## src/rtl/xbar_params.svh

```systemverilog
// Crossbar sizing and bank windows
`ifndef XBAR_PARAMS_SVH
`define XBAR_PARAMS_SVH

// Byte address width of the CPU ports.
`define XBAR_ALEN 16
// Data word width, four byte lanes.
`define XBAR_DLEN 32

// CPU ports on the crossbar.
`define XBAR_CPUS 2
// SRAM banks behind the crossbar.
`define XBAR_MEMS 2

// Word address bits inside one bank, 256 words.
`define XBAR_BANK_AW 8

// Bank base byte addresses, naturally aligned.
`define XBAR_BANK0_BASE 16'h0000
`define XBAR_BANK1_BASE 16'h1000

// Bank size in bytes as log2.
`define XBAR_BANK_LOG2 10

`endif
```

## src/rtl/xbar_pkg.sv

```systemverilog
// Crossbar shared types
`include "xbar_params.svh"
`default_nettype none

package xbar_pkg;

    // One data word.
    typedef logic [`XBAR_DLEN-1:0] word_t;

    // Byte write strobes, one per lane.
    typedef logic [`XBAR_DLEN/8-1:0] strb_t;

    // Word address, byte offset bits dropped.
    typedef logic [`XBAR_ALEN-1:2] waddr_t;

    // One bit per CPU port.
    typedef logic [`XBAR_CPUS-1:0] cpu_mask_t;

    // One bit per bank.
    typedef logic [`XBAR_MEMS-1:0] bank_mask_t;

    // Request as seen by a bank.
    // Zero in every field means idle.
    typedef struct packed {
        // Read enable.
        logic   re;
        // Byte write strobes.
        strb_t  we;
        // Word address.
        waddr_t addr;
        // Write data.
        word_t  wdata;
    } bank_req_t;

endpackage

`default_nettype wire

```

## src/rtl/addr_decoder.sv

```systemverilog
// CPU-side address decoder
`timescale 1ns/1ns
`include "xbar_params.svh"
`default_nettype none

module addr_decoder #(
    // Bit of this CPU in the arbiters' served masks.
    parameter int cpu_index = 0
) (
    input  logic                clk,
    input  logic                rst,

    // CPU request.
    input  logic                re,
    input  xbar_pkg::strb_t     we,
    input  xbar_pkg::waddr_t    addr,
    input  xbar_pkg::word_t     wdata,

    // CPU response, one cycle after the request.
    output logic                ready,
    output xbar_pkg::word_t     rdata,

    // Requests toward every bank arbiter.
    output xbar_pkg::bank_req_t bank_req [`XBAR_MEMS],
    output xbar_pkg::bank_mask_t bank_sel,

    // Served masks and read data from the arbiters.
    input  xbar_pkg::cpu_mask_t served [`XBAR_MEMS],
    input  xbar_pkg::word_t     bank_rdata [`XBAR_MEMS]
);
    import xbar_pkg::*;

    // Fixed bank windows.
    localparam logic [`XBAR_ALEN-1:0] bank_base [`XBAR_MEMS] = '{
        `XBAR_BANK0_BASE,
        `XBAR_BANK1_BASE
    };

    // Window hits before gating.
    bank_mask_t hit;
    // Any access present this cycle.
    logic       active;
    // Bank selection of the previous cycle.
    bank_mask_t r_sel;

    assign active = re | (|we);

    for (genvar b = 0; b < `XBAR_MEMS; b++) begin : g_bank
        // Compare the bits above the bank window.
        assign hit[b] = addr[`XBAR_ALEN-1:`XBAR_BANK_LOG2]
            == bank_base[b][`XBAR_ALEN-1:`XBAR_BANK_LOG2];
        assign bank_sel[b] = hit[b] & active;

        // Enables only reach the bank that was hit.
        assign bank_req[b] = '{
            re:    re & bank_sel[b],
            we:    we & {$bits(strb_t){bank_sel[b]}},
            addr:  addr,
            wdata: wdata
        };
    end

    // Remember where the request went, to route the response.
    always_ff @(posedge clk) begin
        if (rst) begin
            r_sel <= '0;
        end else begin
            r_sel <= bank_sel;
        end
    end

    // Idle or unmapped requests complete at once.
    // Otherwise wait until the selected bank served us.
    always_comb begin
        ready = 1'b0;
        if (r_sel == '0) begin
            ready = 1'b1;
        end else begin
            for (int b = 0; b < `XBAR_MEMS; b++) begin
                ready = ready | (r_sel[b] & served[b][cpu_index]);
            end
        end
    end

    // Read data from the selected bank, zero when unmapped.
    onehot_select #(
        .payload_t(word_t),
        .N(`XBAR_MEMS)
    ) rdata_sel_i (
        .sel(r_sel),
        .din(bank_rdata),
        .dout(rdata)
    );

endmodule

`default_nettype wire

```

## src/rtl/onehot_select.sv

```systemverilog
// One-hot AND-OR selector
`timescale 1ns/1ns
`default_nettype none

module onehot_select #(
    // Payload carried through the selector.
    parameter type payload_t = logic,
    // Number of inputs.
    parameter int N = 2
) (
    // One-hot or zero select mask.
    input  logic [N-1:0] sel,
    // Candidate payloads.
    input  payload_t     din [N],
    // Selected payload.
    output payload_t     dout
);

    // Accumulate every selected input.
    // Zero mask gives an all-zero payload.
    always_comb begin
        dout = '0;
        for (int i = 0; i < N; i++) begin
            if (sel[i]) begin
                dout = dout | din[i];
            end
        end
    end

endmodule

`default_nettype wire

```

## config.mk

```make
export PLATFORM = sky130hd
export DESIGN_NAME = addr_decoder
export DESIGN_NICKNAME = d
export VERILOG_FILES = /design/src/rtl/xbar_pkg.sv /design/src/rtl/addr_decoder.sv /design/src/rtl/onehot_select.sv
export VERILOG_INCLUDE_DIRS = /design/src /design/src/rtl
export SDC_FILE = /design/constraint.sdc
export NUM_CORES = 1
export LEC_CHECK = 0
export BUFFER_PORTS_ARGS = -buffer_cell sky130_fd_sc_hd__buf_2
export CAP_MARGIN = 0
export CORE_AREA = 2 2 101 103
export CTS_CLUSTER_DIAMETER = 100
export CTS_CLUSTER_SIZE = 8
export DETAILED_ROUTE_END_ITERATION = 8
export DIE_AREA = 0 0 103 105
export PLACE_DENSITY_LB_ADDON = 0.1
export SYNTH_ARGS = -nofsm -noshare
export SYNTH_HDL_FRONTEND = slang
export SYNTH_HIERARCHICAL = 1
export SYNTH_SLANG_ARGS = --single-unit
```

## constraint.sdc

```tcl
create_clock -name clk -period 1.4 [get_ports clk]
set_clock_uncertainty 0.2 [all_clocks]
set_input_delay 0.14 -clock clk [delete_from_list [all_inputs] [get_ports clk]]
set_output_delay 0.14 -clock clk [all_outputs]
set_load 0.005 [all_outputs]
```

==> results of run 1 <==
## cells by family after synthesis
kind of cell | after synthesis | synth area share (%)
buf+inv | 98 | 61.1
compound gates | 34 | 23.8
simple gates | 21 | 11.8
flops | 2 | 3.23
## per-layer routing
metal  vias to the layer above  track usage [%]
met5                         -                0
met4                         0             1.60
met3                        11             2.81
met2                       110             12.3
met1                       519             5.57
li1                        557                -
## how the worst max path moves through the flow
stage,from,endpoint,slack [ns],cells past startpoint
after floorplan,we[1],bank_sel[0],0.21,3
after global placement,addr[9],bank_sel[0],-0.1,6
after detailed placement,addr[9],bank_req[98],-0.09,6
after CTS,r_sel[0],rdata[8],-0.05,3
after global routing,r_sel[0],rdata[11],-0.09,3
final,r_sel[0],rdata[25],-0.04,3
## power groups by stage
stage | combinational [mW] | clock (mW) | sequential [mW]
6_report | 0.199 | 0.219 | 0.0570
5_1_grt | 0.220 | 0.234 | 0.0570
4_1_cts | 0.193 | 0.229 | 0.0570
3_5_place_dp | 0.181 | 0 | 0.0588
3_3_place_gp | 0.181 | 0 | 0.0588
2_1_floorplan | 0.233 | 0 | 0.0591
## worst max-delay path: stages (launching register included)
cell and delay, ns:
dfxtp_4 0.39, buf_16 0.17, a22o_1 0.20, buf_2 0.13
## final cells by class
type,instances,area [sq um],share of cell area [%]
repair buffers,151,940,56.2
multi-input cells,55,480,28.7
well taps,133,166,9.96
flip-flops and latches,2,43.8,2.62
clock buffers,3,41.3,2.47
## cells in the final DEF, fill, tap and decap left out, drive strengths merged
cell	n
a22oi	1
dfxtp	2
nor2b	2
and3	1
nor3b	1
a22o	32
clkbuf	3
dlygate4sd3	1
nor2	3
and3b	1
and2	10
nand4b	1
o21ai	1
nor3	1
or4	1
buf	150
## timing repair
item,CTS,global route
cloned,3,0
buffers inserted,2,1
resized for setup,11,14
endpoints found under the setup margin,16,44
hold buffers,1,0
pin swaps,3,7
hold endpoints to repair,1,0
==> results.txt, run 1 <==
worst path required time: 1.06 ns
Pre-Repair DR Iteration Count: 4
initial antenna violation count: 0
final hold vios: 0
CTS tree: built
setup TNS: -0.878 ns
Detailed Place HPWL: 3150 microns
grt total ovfl: 0
Clock Tree Buf Depth: 2
Netlist Area Pre-Place: 1240 sq um
failing checks: negative setup slack
Pins Over Slew Limit: 0
Total Nets Final: 334
Routed met2 length: 2030 microns
fmax: 695 MHz
crit path kind: reg -> out
largest reg by FF count: r_sel
Met1 Wirelength: 1320 microns
Switching Share: 22.7%
Num CTS Buffers: 3
DR vias/cell: 3.48
Max-Cap Viols: 0
Post-synth EDFFs: 0
gp weighted congestion: 0.625
Vias: 1197
final core utilization: 17.3%
# IOs: 258
largest registers: r_sel: 2 flops
wire per inst: 11.9 microns
GRT Total Usage: 6.25%
DP Area: 1420 sq um
startpoint types: flop
top-count cell post-synth: buf_4
final WL: 4090 microns
Cell Pwr Density: 284 nW/um^2
placed instance count: 334
Iter 0 DRT Violations: 10
ant diodes: 0
Mapped Nets: 276
largest net degree at the start of global routing: 35
P_int: 0.367 mW
top cells by count, synth: buf_4, a22o_1, and2_1
hold_ws: 0.0368 ns
buffers added on ports: 135
Area Growth Syn to Fin: 34.8%
Worst-Margin Slew: 0.179 ns
CTS Root Buffer Type: clkbuf_8
met3 WL: 706 microns
largest area contributor in the netlist: buf_4
count of final setup violators: 33
final antenna-violating net count: 0
Hold Path Stages: 3
slew margin rel.: 88.0%
Min-Delay Startpoint: addr[10]
CP arrival: 1.10 ns
Finished Layout Cells: 344
Most used DFF post-synth: dfxtp_1
vias in the first global route: 1094
Net Switching: 0.108 mW
Synth Area per Inst: 8.00 sq um
Final min period: 1.44 ns
Worst Slack Setup Final: -0.0380 ns
Die Y: 105 microns
Clock Power Share: 46.1%
status: complete, but fails checks
worst min path class: in -> reg
Die W: 103 microns
asr flop ratio synth: 0%
die area: 10800 sq um
RSZ-0062 raised after global routing: yes
Leak: 0.944 nW
Pwr Total: 0.475 mW
Finished Cell Area: 1670 sq um
core area: 9640 sq um
pre-CTS setup slack: -0.0869 ns
post-synthesis sequential area ratio: 3.23%
Crit Path Max Fanout: 17
Final Cycle Share: 103%
flops & latches, synth: 2
flip-flop count of the largest register after layout: 2
first-pass GRT wire length: 5350 microns
# DRC: 0
Initial Util: 12.9%
top cell type's share of synthesized area: 55.7%
max layer used: met4
CTS Sinks: 2
Syn. warnings: 6
Std-Cell Rows: 36
H-Tree Depth: 1
synth unique cells: 17
Hold Crit Endpoint: r_sel[1]
clk slew on worst S/H paths: 0.03 ns
sequential share of power: 12.0%
share of layout cells above drive strength 1: 78.7%
Synth area leaders: buf_4, a22o_1, buf_6
Syn Inst Count: 155
Max rail drop VDD: 0.217 mV
fillcell total: 1135
combinational cell fraction of total power: 41.9%
Worst Setup End Kind: primary output
No activity file was read; power rests on OpenSTA's default activity.
==> run 2, diff against run 1 <==
--- a/config.mk
+++ b/config.mk
@@ -14,6 +14,7 @@
 export DETAILED_ROUTE_END_ITERATION = 8
 export DIE_AREA = 0 0 103 105
 export PLACE_DENSITY_LB_ADDON = 0.1
+export RECOVER_POWER = 100
 export SYNTH_ARGS = -nofsm -noshare
 export SYNTH_HDL_FRONTEND = slang
 export SYNTH_HIERARCHICAL = 1
==> run 2 against run 1 <==
Compared with the run above: the run still ends with negative setup slack left; design area is 1.9% lower; largest power group unchanged; critical path type unchanged; sequential cell count stayed put; first-iteration DRC count grew 50%; via count increased by 0.17%; sequential power hardly changed; die area unchanged; critical endpoint unchanged; clock-buffer cell count did not move; total power decreased by 1.7%; wire length is 0.32% higher; worst setup slack is essentially flat.
==> results.txt, run 2 (synthesis results as in run 1) <==
status: complete, but fails checks
buffers added on ports: 135
Die W: 103 microns
Vias: 1199
share of layout cells above drive strength 1: 74.9%
CP arrival: 1.10 ns
Die Y: 105 microns
grt total ovfl: 0
RSZ-0062 raised after global routing: yes
Final Cycle Share: 103%
worst min path class: in -> reg
failing checks: negative setup slack
crit-path cells: buf_16 > a22o_1 > buf_2
H-Tree Depth: 1
first-pass GRT wire length: 5350 microns
DP Area: 1420 sq um
pre-CTS setup slack: -0.0869 ns
Max-Cap Viols: 0
Max rail drop VDD: 0.195 mV
Num CTS Buffers: 3
initial antenna violation count: 0
# DRC: 0
slew margin rel.: 86.7%
Worst Slack Setup Final: -0.0380 ns
Pre-Repair DR Iteration Count: 4
fillcell total: 1138
Worst Setup End Kind: primary output
Std-Cell Rows: 36
wire per inst: 11.9 microns
Crit Path Max Fanout: 17
final hold vios: 0
Area Growth Syn to Fin: 32.3%
Pwr Total: 0.467 mW
ant diodes: 0
Final min period: 1.44 ns
largest registers: r_sel: 2 flops
Initial Util: 12.9%
setup TNS: -0.906 ns
CTS Root Buffer Type: clkbuf_8
Total Nets Final: 334
core area: 9640 sq um
Critical-path top delay cell: dfxtp_4
Leak: 0.916 nW
GRT Total Usage: 6.25%
Cell Pwr Density: 285 nW/um^2
vias in the first global route: 1094
die area: 10800 sq um
Detailed Place HPWL: 3150 microns
startpoint types: flop
final antenna-violating net count: 0
count of final setup violators: 35
final WL: 4110 microns
crit path kind: reg -> out
largest reg by FF count: r_sel
worst path required time: 1.06 ns
gp weighted congestion: 0.625
flip-flop count of the largest register after layout: 2
# IOs: 258
hold_ws: 0.0579 ns
CTS tree: built
Pins Over Slew Limit: 0
largest net degree at the start of global routing: 35
Clock Tree Buf Depth: 2
crit-path max cell delay: 0.39 ns
DR vias/cell: 3.49
fmax: 695 MHz
Worst-Margin Slew: 0.199 ns
Finished Cell Area: 1640 sq um
clk slew on worst S/H paths: 0.03 ns
CTS Sinks: 2
commonest non-fill, non-tap cell in the layout: buf_2
Iter 0 DRT Violations: 15
most frequent cells in the layout: buf_2, a22o_1
==> run 2: cell count changes in the layout (fill, tap and decap cells not counted), moves of 2 or more <==
| cell | change |
|---|---|
| clkbuf_1 | +7 |
| buf_4 | -3 |
| buf_6 | -2 |
| clkbuf_4 | +3 |
| clkbuf_2 | +3 |
| buf_2 | -8 |
==> run 2: path summary, 6_finish.rpt <==
kind | startpoint | to | slack (ns) | cells past startpoint
setup / recovery | r_sel[0] | rdata[25] | -0.04 | 3
hold / removal | addr[10] | r_sel[1] | 0.06 | 3
==> run 2: timing repair <==
item,in CTS,in global routing
hold buffers,1,0
buffers inserted,2,1
hold endpoints to repair,1,0
pin swaps,3,7
gates resized for setup,11,14
endpoints found under the setup margin,16,44
gates cloned,3,0
==> run 2: critical path: cells and delay by family (launching register included) <==
family	cells	cell delay [ns]
AOI/OAI and AO/OA	1	0.20
buffers and inverters	2	0.30
DFF	1	0.39
==> run 2: report_power, final <==
part           switching (mW)  total (mW)  leakage, nW  internal, mW
Combinational          0.0678       0.191        0.878         0.123
Sequential           0.000910      0.0570       0.0169        0.0561
Clock                  0.0380       0.219       0.0216         0.181
Total                   0.107       0.467        0.916         0.360
==> run 2: layout make-up <==
cell class,count,area (sq um),area share [%]
Tap cell,133,166,10.1
Timing Repair Buffer,151,918,56.0
Multi-Input combinational cell,55,470,28.7
Clock buffer,3,41.3,2.52
Sequential cell,2,43.8,2.67
==> run 2: metrics by stage <==
stage | util [%] | instances
after floorplan | - | 155
after global placement | 14.7 | 334
after detailed placement | 14.7 | 334
after CTS | 16.5 | 343
after global routing | 17.0 | 344
final | 17.0 | 344
==> run 2: per-layer routing <==
metal | routed length (microns) | vias to the layer above | part of all wire (%) | track usage, %
met2 | 2030 | 110 | 50 | 12.3
met5 | 0 | - | 0 | 0
met1 | 1300 | 521 | 32 | 5.57
met4 | 36 | 0 | 0.88 | 1.60
li1 | - | 557 | - | -
met3 | 734 | 11 | 18 | 2.81
